--- src/rtl/video_pkg.sv ---
`default_nettype none

package video_pkg;

    ////////////////////////////////////////////////////////////////////////////
    // Frame geometry
    ////////////////////////////////////////////////////////////////////////////
    localparam int h_active = 64;
    localparam int h_front  = 4;
    localparam int h_sync   = 8;
    localparam int h_total  = 80;

    localparam int v_active = 48;
    localparam int v_front  = 2;
    localparam int v_sync   = 2;
    localparam int v_total  = 56;

    ////////////////////////////////////////////////////////////////////////////
    // Memory and layer sizes
    ////////////////////////////////////////////////////////////////////////////
    // Cell and sprite edge, also the border width
    localparam int cell_px     = 8;
    localparam int text_cols   = 8;
    localparam int text_rows   = 6;
    localparam int text_cells  = text_cols * text_rows;
    localparam int glyph_count = 16;
    localparam int num_sprites = 4;
    localparam int pal_depth   = 16;

    typedef logic [6:0]  hpos_t;
    typedef logic [5:0]  vline_t;
    typedef logic [3:0]  colidx_t;
    // Red in [11:8], green in [7:4], blue in [3:0]
    typedef logic [11:0] rgb_t;
    // Glyph in [11:8], foreground in [7:4], background in [3:0]
    typedef logic [11:0] cell_t;
    typedef logic [7:0]  spr_row_t;

    typedef enum logic [1:0] {
        spr_idle,
        spr_armed,
        spr_draw
    } spr_state_t;

    typedef enum logic [1:0] {
        layer_back,
        layer_text,
        layer_sprite
    } layer_t;

endpackage

`default_nettype wire

--- src/rtl/video_timing.sv ---
`default_nettype none
`timescale 1ns/10ps

module video_timing (
    input  wire                    vclk,
    input  wire                    rst,
    input  wire video_pkg::vline_t reg_irqline,
    output video_pkg::hpos_t       hpos,
    output video_pkg::vline_t      vline,
    output logic                   hblank,
    output logic                   vblank,
    output logic                   hsync,
    output logic                   vsync,
    output logic                   line_start,
    output logic                   irq_line,
    output logic                   irq_vblank
);
    import video_pkg::*;

    logic line_match;
    logic q_line_match;
    logic q_vblank;

    // Pixel and line counters
    always_ff @(posedge vclk) begin
        if (rst) begin
            hpos  <= '0;
            vline <= '0;
        end else if (hpos == hpos_t'(h_total - 1)) begin
            hpos <= '0;
            if (vline == vline_t'(v_total - 1))
                vline <= '0;
            else
                vline <= vline + 1'b1;
        end else begin
            hpos <= hpos + 1'b1;
        end
    end

    assign hblank = hpos >= hpos_t'(h_active);
    assign hsync  = (hpos >= hpos_t'(h_active + h_front)) &&
                    (hpos <  hpos_t'(h_active + h_front + h_sync));
    assign vblank = vline >= vline_t'(v_active);
    assign vsync  = (vline >= vline_t'(v_active + v_front)) &&
                    (vline <  vline_t'(v_active + v_front + v_sync));

    // Start of the active part of every line
    assign line_start = hpos == '0;

    assign line_match = vline == reg_irqline;

    // Interrupts fire on the rising edge of each condition
    always_ff @(posedge vclk) begin
        if (rst) begin
            q_line_match <= 1'b0;
            q_vblank     <= 1'b0;
            irq_line     <= 1'b0;
            irq_vblank   <= 1'b0;
        end else begin
            q_line_match <= line_match;
            q_vblank     <= vblank;
            irq_line     <= line_match && !q_line_match;
            irq_vblank   <= vblank && !q_vblank;
        end
    end

    // Sync pulse sits inside the front porch boundaries of the blank
    assert property (@(posedge vclk) disable iff (rst) hsync |-> hblank);

endmodule

`default_nettype wire

--- src/rtl/text_layer.sv ---
`default_nettype none
`timescale 1ns/10ps

module text_layer (
    input  wire                      vclk,
    input  wire                      rst,
    input  wire video_pkg::hpos_t    hpos,
    input  wire video_pkg::vline_t   vline,
    input  wire                      tram_wren,
    input  wire [5:0]                tram_addr,
    input  wire video_pkg::cell_t    tram_wrdata,
    input  wire                      gram_wren,
    input  wire [6:0]                gram_addr,
    input  wire video_pkg::spr_row_t gram_wrdata,
    output video_pkg::colidx_t       text_colidx,
    output logic                     text_fg_hit
);
    import video_pkg::*;

    cell_t    tram [text_cells];
    spr_row_t gram [glyph_count * cell_px];

    logic [5:0] cell_addr;
    logic [6:0] glyph_addr;

    // Stage 1: cell word plus pixel position within the cell
    cell_t      q_cell;
    logic [2:0] q1_px;
    logic [2:0] q1_row;

    // Stage 2: glyph byte and cell colours
    spr_row_t   q_glyph;
    logic [2:0] q2_px;
    colidx_t    q2_fg;
    colidx_t    q2_bg;

    ////////////////////////////////////////////////////////////////////////////
    // Host writes
    ////////////////////////////////////////////////////////////////////////////
    always_ff @(posedge vclk) begin
        if (tram_wren)
            tram[tram_addr] <= tram_wrdata;
    end

    always_ff @(posedge vclk) begin
        if (gram_wren)
            gram[gram_addr] <= gram_wrdata;
    end

    ////////////////////////////////////////////////////////////////////////////
    // Cell address walk and glyph fetch
    ////////////////////////////////////////////////////////////////////////////
    assign cell_addr = 6'(vline[5:3] * text_cols) + 6'(hpos[5:3]);

    always_ff @(posedge vclk) begin
        if (rst) begin
            q_cell <= '0;
            q1_px  <= '0;
            q1_row <= '0;
        end else begin
            // Rows past the last text row only occur in vblank
            if (cell_addr < 6'(text_cells))
                q_cell <= tram[cell_addr];
            else
                q_cell <= '0;
            q1_px  <= hpos[2:0];
            q1_row <= vline[2:0];
        end
    end

    assign glyph_addr = {q_cell[11:8], q1_row};

    always_ff @(posedge vclk) begin
        if (rst) begin
            q2_px <= '0;
            q2_fg <= '0;
            q2_bg <= '0;
        end else begin
            q2_px <= q1_px;
            q2_fg <= q_cell[7:4];
            q2_bg <= q_cell[3:0];
        end
    end

    always_ff @(posedge vclk) begin
        q_glyph <= gram[glyph_addr];
    end

    // Leftmost pixel is the glyph MSB
    assign text_fg_hit = q_glyph[3'd7 - q2_px];
    assign text_colidx = text_fg_hit ? q2_fg : q2_bg;

endmodule

`default_nettype wire

--- src/rtl/sprite_store.sv ---
`default_nettype none
`timescale 1ns/10ps

module sprite_store (
    input  wire                      vclk,
    input  wire                      rst,
    input  wire                      spr_wren,
    input  wire [5:0]                spr_addr,
    input  wire [7:0]                spr_wrdata,
    input  wire                      line_start,
    input  wire video_pkg::vline_t   vline,
    output logic [video_pkg::num_sprites-1:0] load,
    output video_pkg::spr_row_t      row_bits [video_pkg::num_sprites],
    output video_pkg::hpos_t         x_start [video_pkg::num_sprites],
    output video_pkg::colidx_t       spr_colidx [video_pkg::num_sprites]
);
    import video_pkg::*;

    hpos_t    x_pos   [num_sprites];
    vline_t   y_pos   [num_sprites];
    colidx_t  colour  [num_sprites];
    spr_row_t pattern [num_sprites][cell_px];
    logic [num_sprites-1:0] enable;

    logic [1:0] wr_sel;
    logic [3:0] wr_word;
    logic       v_border;
    logic [num_sprites-1:0] on_line;
    logic [2:0] spr_dy [num_sprites];

    // Word 0 x, 1 y, 2 colour, 3 enable, 4 to 11 pattern rows
    assign wr_sel  = spr_addr[5:4];
    assign wr_word = spr_addr[3:0];

    always_ff @(posedge vclk) begin
        if (rst)
            enable <= '0;
        else if (spr_wren && wr_word == 4'd3)
            enable[wr_sel] <= spr_wrdata[0];
    end

    always_ff @(posedge vclk) begin
        if (spr_wren) begin
            case (wr_word)
                4'd0: x_pos[wr_sel]  <= spr_wrdata[6:0];
                4'd1: y_pos[wr_sel]  <= spr_wrdata[5:0];
                4'd2: colour[wr_sel] <= spr_wrdata[3:0];
                4'd3: ;
                default: begin
                    if (wr_word < 4'd12)
                        pattern[wr_sel][3'(wr_word - 4'd4)] <= spr_wrdata;
                end
            endcase
        end
    end

    ////////////////////////////////////////////////////////////////////////////
    // Per-line row selection
    ////////////////////////////////////////////////////////////////////////////
    assign v_border = (vline < vline_t'(cell_px)) ||
                      (vline >= vline_t'(v_active - cell_px));

    always_comb begin
        for (int i = 0; i < num_sprites; i++) begin
            spr_dy[i]  = 3'(vline - y_pos[i]);
            on_line[i] = enable[i] && !v_border && (vline >= y_pos[i]) &&
                         ({1'b0, vline} < {1'b0, y_pos[i]} + 7'(cell_px));
        end
    end

    always_ff @(posedge vclk) begin
        if (rst)
            load <= '0;
        else
            load <= {num_sprites{line_start}};
    end

    // Engines get their row for the line that is just starting
    always_ff @(posedge vclk) begin
        if (line_start) begin
            for (int i = 0; i < num_sprites; i++) begin
                row_bits[i]   <= on_line[i] ? pattern[i][spr_dy[i]] : '0;
                x_start[i]    <= x_pos[i];
                spr_colidx[i] <= colour[i];
            end
        end
    end

endmodule

`default_nettype wire

--- src/rtl/sprite_engine.sv ---
`default_nettype none
`timescale 1ns/10ps

module sprite_engine (
    input  wire                      vclk,
    input  wire                      rst,
    input  wire                      load,
    input  wire video_pkg::spr_row_t row_bits,
    input  wire video_pkg::hpos_t    x_start,
    input  wire video_pkg::colidx_t  spr_colidx,
    input  wire video_pkg::hpos_t    hpos,
    output logic                     hit,
    output video_pkg::colidx_t       colidx
);
    import video_pkg::*;

    spr_state_t state;
    spr_row_t   shreg;
    logic [2:0] cnt;
    logic       start;
    logic       h_border;

    assign start    = (state == spr_armed) && (hpos == x_start);
    assign h_border = (hpos < hpos_t'(cell_px)) ||
                      (hpos >= hpos_t'(h_active - cell_px));

    // Line FSM, one pixel out per clock once x matches
    always_ff @(posedge vclk) begin
        if (rst) begin
            state <= spr_idle;
            cnt   <= '0;
            hit   <= 1'b0;
        end else begin
            hit <= 1'b0;
            if (load) begin
                state <= spr_armed;
            end else begin
                case (state)
                    spr_idle: ;
                    spr_armed: begin
                        if (start) begin
                            state <= spr_draw;
                            cnt   <= 3'd1;
                            hit   <= shreg[7] && !h_border;
                        end
                    end
                    spr_draw: begin
                        hit <= shreg[7] && !h_border;
                        cnt <= cnt + 3'd1;
                        // Eighth bit leaves on this clock
                        if (cnt == 3'd7)
                            state <= spr_idle;
                    end
                    default: state <= spr_idle;
                endcase
            end
        end
    end

    always_ff @(posedge vclk) begin
        if (load) begin
            shreg  <= row_bits;
            colidx <= spr_colidx;
        end else if (start || state == spr_draw) begin
            shreg <= {shreg[6:0], 1'b0};
        end
    end

    // Drawing always passes through the armed state
    assert property (@(posedge vclk) disable iff (rst)
        state == spr_idle |=> state != spr_draw);

endmodule

`default_nettype wire

--- src/rtl/compositor.sv ---
`default_nettype none
`timescale 1ns/10ps

module compositor (
    input  wire                     vclk,
    input  wire                     rst,
    input  wire [video_pkg::num_sprites-1:0] hit,
    input  wire video_pkg::colidx_t colidx [video_pkg::num_sprites],
    input  wire video_pkg::colidx_t text_colidx,
    input  wire                     text_fg_hit,
    input  wire                     hblank,
    input  wire                     vblank,
    input  wire                     hsync,
    input  wire                     vsync,
    input  wire                     reg_text_enable,
    input  wire                     reg_sprites_enable,
    input  wire                     reg_text_priority,
    input  wire                     pal_wren,
    input  wire video_pkg::colidx_t pal_addr,
    input  wire video_pkg::rgb_t    pal_wrdata,
    output video_pkg::rgb_t         video_rgb,
    output logic                    video_de,
    output logic                    video_hsync,
    output logic                    video_vsync
);
    import video_pkg::*;

    rgb_t pal [pal_depth];

    logic    spr_hit;
    colidx_t spr_idx;
    logic    q_spr_hit;
    colidx_t q_spr_idx;

    // Blank, hsync and vsync delayed to match the pixel pipe
    logic [2:0] q1_ctl;
    logic [2:0] q2_ctl;

    layer_t  layer;
    colidx_t pix_idx;

    always_ff @(posedge vclk) begin
        if (pal_wren)
            pal[pal_addr] <= pal_wrdata;
    end

    ////////////////////////////////////////////////////////////////////////////
    // Sprite resolve, lowest index on top
    ////////////////////////////////////////////////////////////////////////////
    always_comb begin
        spr_hit = 1'b0;
        spr_idx = '0;
        for (int i = num_sprites - 1; i >= 0; i--) begin
            if (hit[i]) begin
                spr_hit = 1'b1;
                spr_idx = colidx[i];
            end
        end
    end

    always_ff @(posedge vclk) begin
        if (rst) begin
            q_spr_hit <= 1'b0;
            q_spr_idx <= '0;
            // Blanked until the first counter value reaches the output
            q1_ctl    <= 3'b100;
            q2_ctl    <= 3'b100;
        end else begin
            q_spr_hit <= spr_hit;
            q_spr_idx <= spr_idx;
            q1_ctl    <= {hblank || vblank, hsync, vsync};
            q2_ctl    <= q1_ctl;
        end
    end

    ////////////////////////////////////////////////////////////////////////////
    // Layer merge and palette lookup
    ////////////////////////////////////////////////////////////////////////////
    always_comb begin
        layer = layer_back;
        if (reg_text_enable)
            layer = layer_text;
        if (reg_sprites_enable && q_spr_hit &&
            !(reg_text_enable && reg_text_priority && text_fg_hit))
            layer = layer_sprite;

        case (layer)
            layer_text:   pix_idx = text_colidx;
            layer_sprite: pix_idx = q_spr_idx;
            default:      pix_idx = '0;
        endcase
    end

    always_ff @(posedge vclk) begin
        if (rst) begin
            video_rgb   <= '0;
            video_de    <= 1'b0;
            video_hsync <= 1'b0;
            video_vsync <= 1'b0;
        end else begin
            video_hsync <= q2_ctl[1];
            video_vsync <= q2_ctl[0];
            if (q2_ctl[2]) begin
                video_rgb <= '0;
                video_de  <= 1'b0;
            end else begin
                video_rgb <= pal[pix_idx];
                video_de  <= 1'b1;
            end
        end
    end

    // Output enable trails the counter blanking by exactly three clocks
    assert property (@(posedge vclk) disable iff (rst)
        $past(hblank || vblank, 3) |-> !video_de);

endmodule

`default_nettype wire

--- src/rtl/video.sv ---
`default_nettype none
`timescale 1ns/10ps

module video (
    input  wire                      vclk,
    input  wire                      rst,
    // Text and glyph RAM writes
    input  wire                      tram_wren,
    input  wire [5:0]                tram_addr,
    input  wire video_pkg::cell_t    tram_wrdata,
    input  wire                      gram_wren,
    input  wire [6:0]                gram_addr,
    input  wire video_pkg::spr_row_t gram_wrdata,
    // Sprite store and palette writes
    input  wire                      spr_wren,
    input  wire [5:0]                spr_addr,
    input  wire [7:0]                spr_wrdata,
    input  wire                      pal_wren,
    input  wire video_pkg::colidx_t  pal_addr,
    input  wire video_pkg::rgb_t     pal_wrdata,
    // Control registers
    input  wire                      reg_text_enable,
    input  wire                      reg_sprites_enable,
    input  wire                      reg_text_priority,
    input  wire video_pkg::vline_t   reg_irqline,
    output video_pkg::rgb_t          video_rgb,
    output logic                     video_de,
    output logic                     video_hsync,
    output logic                     video_vsync,
    output video_pkg::vline_t        vline,
    output logic                     irq_line,
    output logic                     irq_vblank
);
    import video_pkg::*;

    hpos_t hpos;
    logic  hblank, vblank, hsync, vsync, line_start;

    colidx_t text_colidx;
    logic    text_fg_hit;

    logic [num_sprites-1:0] spr_load;
    spr_row_t spr_row [num_sprites];
    hpos_t    spr_x   [num_sprites];
    colidx_t  spr_col [num_sprites];

    logic [num_sprites-1:0] eng_hit;
    colidx_t eng_colidx [num_sprites];

    video_timing timing0 (
        .vclk, .rst, .reg_irqline, .hpos, .vline, .hblank, .vblank,
        .hsync, .vsync, .line_start, .irq_line, .irq_vblank
    );

    text_layer text0 (
        .vclk, .rst, .hpos, .vline,
        .tram_wren, .tram_addr, .tram_wrdata,
        .gram_wren, .gram_addr, .gram_wrdata,
        .text_colidx, .text_fg_hit
    );

    sprite_store store0 (
        .vclk, .rst, .spr_wren, .spr_addr, .spr_wrdata, .line_start, .vline,
        .load(spr_load), .row_bits(spr_row), .x_start(spr_x), .spr_colidx(spr_col)
    );

    ////////////////////////////////////////////////////////////////////////////
    // Sprite engines
    ////////////////////////////////////////////////////////////////////////////
    for (genvar i = 0; i < num_sprites; i++) begin : g_engine
        sprite_engine engine (
            .vclk, .rst, .load(spr_load[i]), .row_bits(spr_row[i]),
            .x_start(spr_x[i]), .spr_colidx(spr_col[i]), .hpos,
            .hit(eng_hit[i]), .colidx(eng_colidx[i])
        );
    end

    compositor comp0 (
        .vclk, .rst, .hit(eng_hit), .colidx(eng_colidx),
        .text_colidx, .text_fg_hit, .hblank, .vblank, .hsync, .vsync,
        .reg_text_enable, .reg_sprites_enable, .reg_text_priority,
        .pal_wren, .pal_addr, .pal_wrdata,
        .video_rgb, .video_de, .video_hsync, .video_vsync
    );

endmodule

`default_nettype wire

--- config.mk ---
export PLATFORM = sky130hd
export DESIGN_NAME = video
export DESIGN_NICKNAME = d
export VERILOG_FILES = /design/src/rtl/video_pkg.sv /design/src/rtl/video_timing.sv /design/src/rtl/text_layer.sv /design/src/rtl/sprite_store.sv /design/src/rtl/sprite_engine.sv /design/src/rtl/compositor.sv /design/src/rtl/video.sv
export SDC_FILE = /design/constraint.sdc
export NUM_CORES = 2
export LEC_CHECK = 0
export BUFFER_PORTS_ARGS = -buffer_cell sky130_fd_sc_hd__buf_2
export CAP_MARGIN = 5
export CELL_PAD_IN_SITES_DETAIL_PLACEMENT = 1
export CELL_PAD_IN_SITES_GLOBAL_PLACEMENT = 1
export CORE_MARGIN = 1
export CORE_UTILIZATION = 44
export DETAILED_ROUTE_END_ITERATION = 16
export PLACE_DENSITY = 0.63
export SYNTH_ARGS = -nofsm -noshare
export SYNTH_HDL_FRONTEND = slang
export SYNTH_SLANG_ARGS = --single-unit
--- constraint.sdc ---
create_clock -name vclk -period 8.3 [get_ports vclk]
set_input_delay 0.83 -clock vclk [delete_from_list [all_inputs] [get_ports vclk]]
set_output_delay 0.83 -clock vclk [all_outputs]
set_load 0.05 [all_outputs]
==> impl_metrics.toml <==
[placement]
dp_hpwl_um = 127000
dp_worst_setup_slack_ns = 4.00
gp_congestion = 0.753
io_buffers = 100

[pwr]
leakage_nw = 31.4
p_sw_w = 0.00488
switching_share_pct = 20.5
p_seq_share_pct = 55.3
peakVddDrop_mv = 0.215
intPower_w = 0.0190
p_per_area_nw_per_um2 = 234
clkPwrFrac_pct = 42.3
comb_power_share_pct = 2.4
total_power_w = 0.0238

[sta]
hold_violations = 0
rsz0062_at_grt = "false"
fin_skew_ns = 0.0319
fmax_mhz = 232
fin_crit_ns = 4.32
setup_violations = 0
fin_crit_sh_pct = 52.0
worst_pin_slew_ns = 1.32
slew_headroom_pct = 11.6
worst_slack_ns = 3.98
tns_ns = 0
drv_slew = 0

[floorplanning]
die_h_um = 456
start_util_pct = 44.3
core_um2 = 205000
ios = 101
dieArea_um2 = 208000
row_count = 166
die_x_um = 456

[setup_path]
slowest_stage = "a41oi_2"
r2r-start = "text0.q2_px[0]$_SDFF_PP0_"
cp_cell_sequence = "mux2_1, a2bb2oi_2, a41oi_2, o21bai_4, buf_4, nand2_2, buf_4, a211oi_1, nor4_1, a41o_1"
ff2ff_path_depth = 10
path_max_fanout = 62
required_ns = 9.03
critPathLaunch = "text0.q2_px[0]$_SDFF_PP0_"
cpPeakStageDelay_ns = 0.72
cp.depth = 10
cpMostUsedCell = "buf_4"
arrival_ns = 5.05
r2r_slack_ns = 3.98
endpoint = "comp0.video_rgb[7]$_SDFF_PP0_"
setup.worst_path.end_class = "register"
r2r-end = "comp0.video_rgb[7]$_SDFF_PP0_"
path_buf_inv = 2
crit_type = "reg2reg"
crit_path_start_kind = "register"
crit_family = "compound AO/OA/AOI/OAI gates"

[logic_synthesis]
synth_warnings = 0
syn_inst = 4432
syn-num-nets = 4578
synth_flop_cell = "edfxtp_1"
yosysSeqAreaShare_pct = 76.4
synth_area_um2 = 90900
synth_seq_cells = 2349
synthArstFlopShare_pct = 0
synth_edf_count = 2240
syn_area_per_cell_um2 = 20.5
synth.distinct_cells = 58

[cells_and_area]
layout_commonest_cell = "edfxtp_1"
final_cell_mix = "edfxtp_1, mux4_2, nor2_1"
syn2layout_area_growth_pct = 12.3
nNetsFinal = 4769
drive_gt1_share_pct = 25.0

[clock_tree]
clkTransAtPathRegs_ns = 0.06
clk_path_buf_depth = 3
numCtsBuffers = 233
cts_tree = "built"
cts_resized = 0
cts_hold_buf = 0
htree_levels = 4
root_buffer = "clkbuf_16"
clk_latency_ns = 0.86
cts.sinks = 2349
postCtsSetupBuffers = 0

[grt]
grt_max_degree = 113
grt_pass1_wl_um = 319000
grt_overflow = 0
grt_pass1_vias = 45853
track_usage_pct = 20.9
antenna_found_initial = 23

[detailed_routing]
drt-initial-drc-count = 3899
dr.pass1.iters = 5
drc = 0
wl_per_cell_um = 28.8
antenna_left = 0
drt_wl_total_um = 216000
via_per_inst = 5.71
num_vias = 42867

[flow_run]
maxCapViolCount = 0

[outcome]
status = "finished, final reports clean"

[worst_hold_path]
hp-class = "in2reg"
==> power by group through the flow <==
stage                     Clock (W)  Combinational, W  Sequential (W)
after floorplan                   0          0.000248          0.0134
after global placement            0          0.000558          0.0134
after detailed placement          0          0.000579          0.0134
after CTS                    0.0103          0.000581          0.0132
after global routing         0.0107          0.000617          0.0132
final                        0.0101          0.000568          0.0132
==> Yosys cell counts (5+ instances only) <==
library cell	count	area [um^2]
edfxtp_1	2240	67300
mux4_2	580	13100
nor2_1	305	1140
nand2_1	207	777
a21oi_1	143	716
clkbuf_1	127	477
dfxtp_1	109	2180
ha_1	64	801
inv_1	61	229
and3_1	49	307
nor2b_1	47	294
buf_1	45	169
a211oi_1	38	285
buf_2	37	185
mux2_2	37	417
nor3_1	36	180
nand3_1	33	165
xnor2_1	33	289
mux2i_1	23	230
xor2_1	22	193
nor4_1	20	125
nand2b_1	16	100
o21ai_0	16	80.1
a22oi_1	13	97.6
o21a_1	13	97.6
a21boi_0	12	90.1
a41o_1	12	120
o31ai_1	12	90.1
buf_4	11	82.6
nand4_1	10	62.6
nand3b_1	7	52.6
and2_1	5	31.3
==> per-layer routing <==
metal | global-route usage, % | wire, um | vias to the layer above
met5 | 0 | 70 | -
met4 | 4.73 | 4170 | 12
met3 | 3.37 | 10300 | 318
met2 | 34.9 | 108000 | 1066
met1 | 28.8 | 93100 | 23032
li1 | - | - | 18439
==> sequential cells by signal, summed over array words and instances (netlist names), 6 cells and up <==
register and count:
comp0.video_rgb 12, text0.gram 1024, g_engine.engine.colidx 16, text0.q_cell 12, store0.x_pos 28, store0.row_bits 32
store0.x_start 28, store0.y_pos 24, text0.q_glyph 8, timing0.vline 6, g_engine.engine.state 8, store0.spr_colidx 16
comp0.pal 192, g_engine.engine.cnt 12, store0.colour 16, store0.pattern 256, text0.tram 576, g_engine.engine.shreg 32
timing0.hpos 7
==> tightest hold or removal path: cells and delay by family <==
kind / cells / cell delay, ns
simple gates: 2 / 0.11
xor+xnor: 1 / 0.06
buf+inv: 1 / 0.09
==> how the worst min path moves through the flow <==
stage	startpoint	endpoint	cells after the start
CTS	reg_irqline[3]	timing0.q_line_match$_SDFF_PP0_	4
floorplan	timing0.q_line_match$_SDFF_PP0_	timing0.irq_line$_SDFF_PP0_	1
detailed placement	timing0.q_line_match$_SDFF_PP0_	timing0.irq_line$_SDFF_PP0_	1
global placement	timing0.q_line_match$_SDFF_PP0_	timing0.irq_line$_SDFF_PP0_	1
finish	reg_irqline[3]	timing0.q_line_match$_SDFF_PP0_	4
global route	reg_irqline[3]	timing0.q_line_match$_SDFF_PP0_	4
==> cell type report <==
class / instances / area, um^2
Tap cell: 2688 / 3360
Sequential cell: 2349 / 69500
Clock buffer: 316 / 6340
Clock inverter: 109 / 876
Inverter: 61 / 229
Multi-Input combinational cell: 1801 / 20600
Fill cell: 18231 / 103000
Timing Repair Buffer: 177 / 1180
Antenna cell: 2 / 5.00
==> logic make-up (layout without fill, tap and decap cells) <==
kind of cell               after synthesis  after routing  share of synthesized area (%)
DFF                                   2349           2349                           76.4
and+or+nand+nor                        753            753                           3.72
muxes                                  641            641                           15.1
AOI/OAI and AO/OA                      284            284                           2.00
buffers and inverters                  282            663                           1.27
adders and majority gates               68             68                          0.969
xor gates and xnor gates                55             55                          0.530
other                                    0              2                              0
==> through the flow <==
step                cells  hold WS (ns)  util [%]  cell area [um^2]
floorplan            4432         0.367         -             90900
global placement     7075         0.377      46.2             94800
detailed placement   7075         0.388      46.2             94800
CTS                  7500         0.221      49.8            102000
global route         7503         0.277      49.8            102000
finish               7503         0.292      49.8            102000
Power figures use the tool's default switching activity.
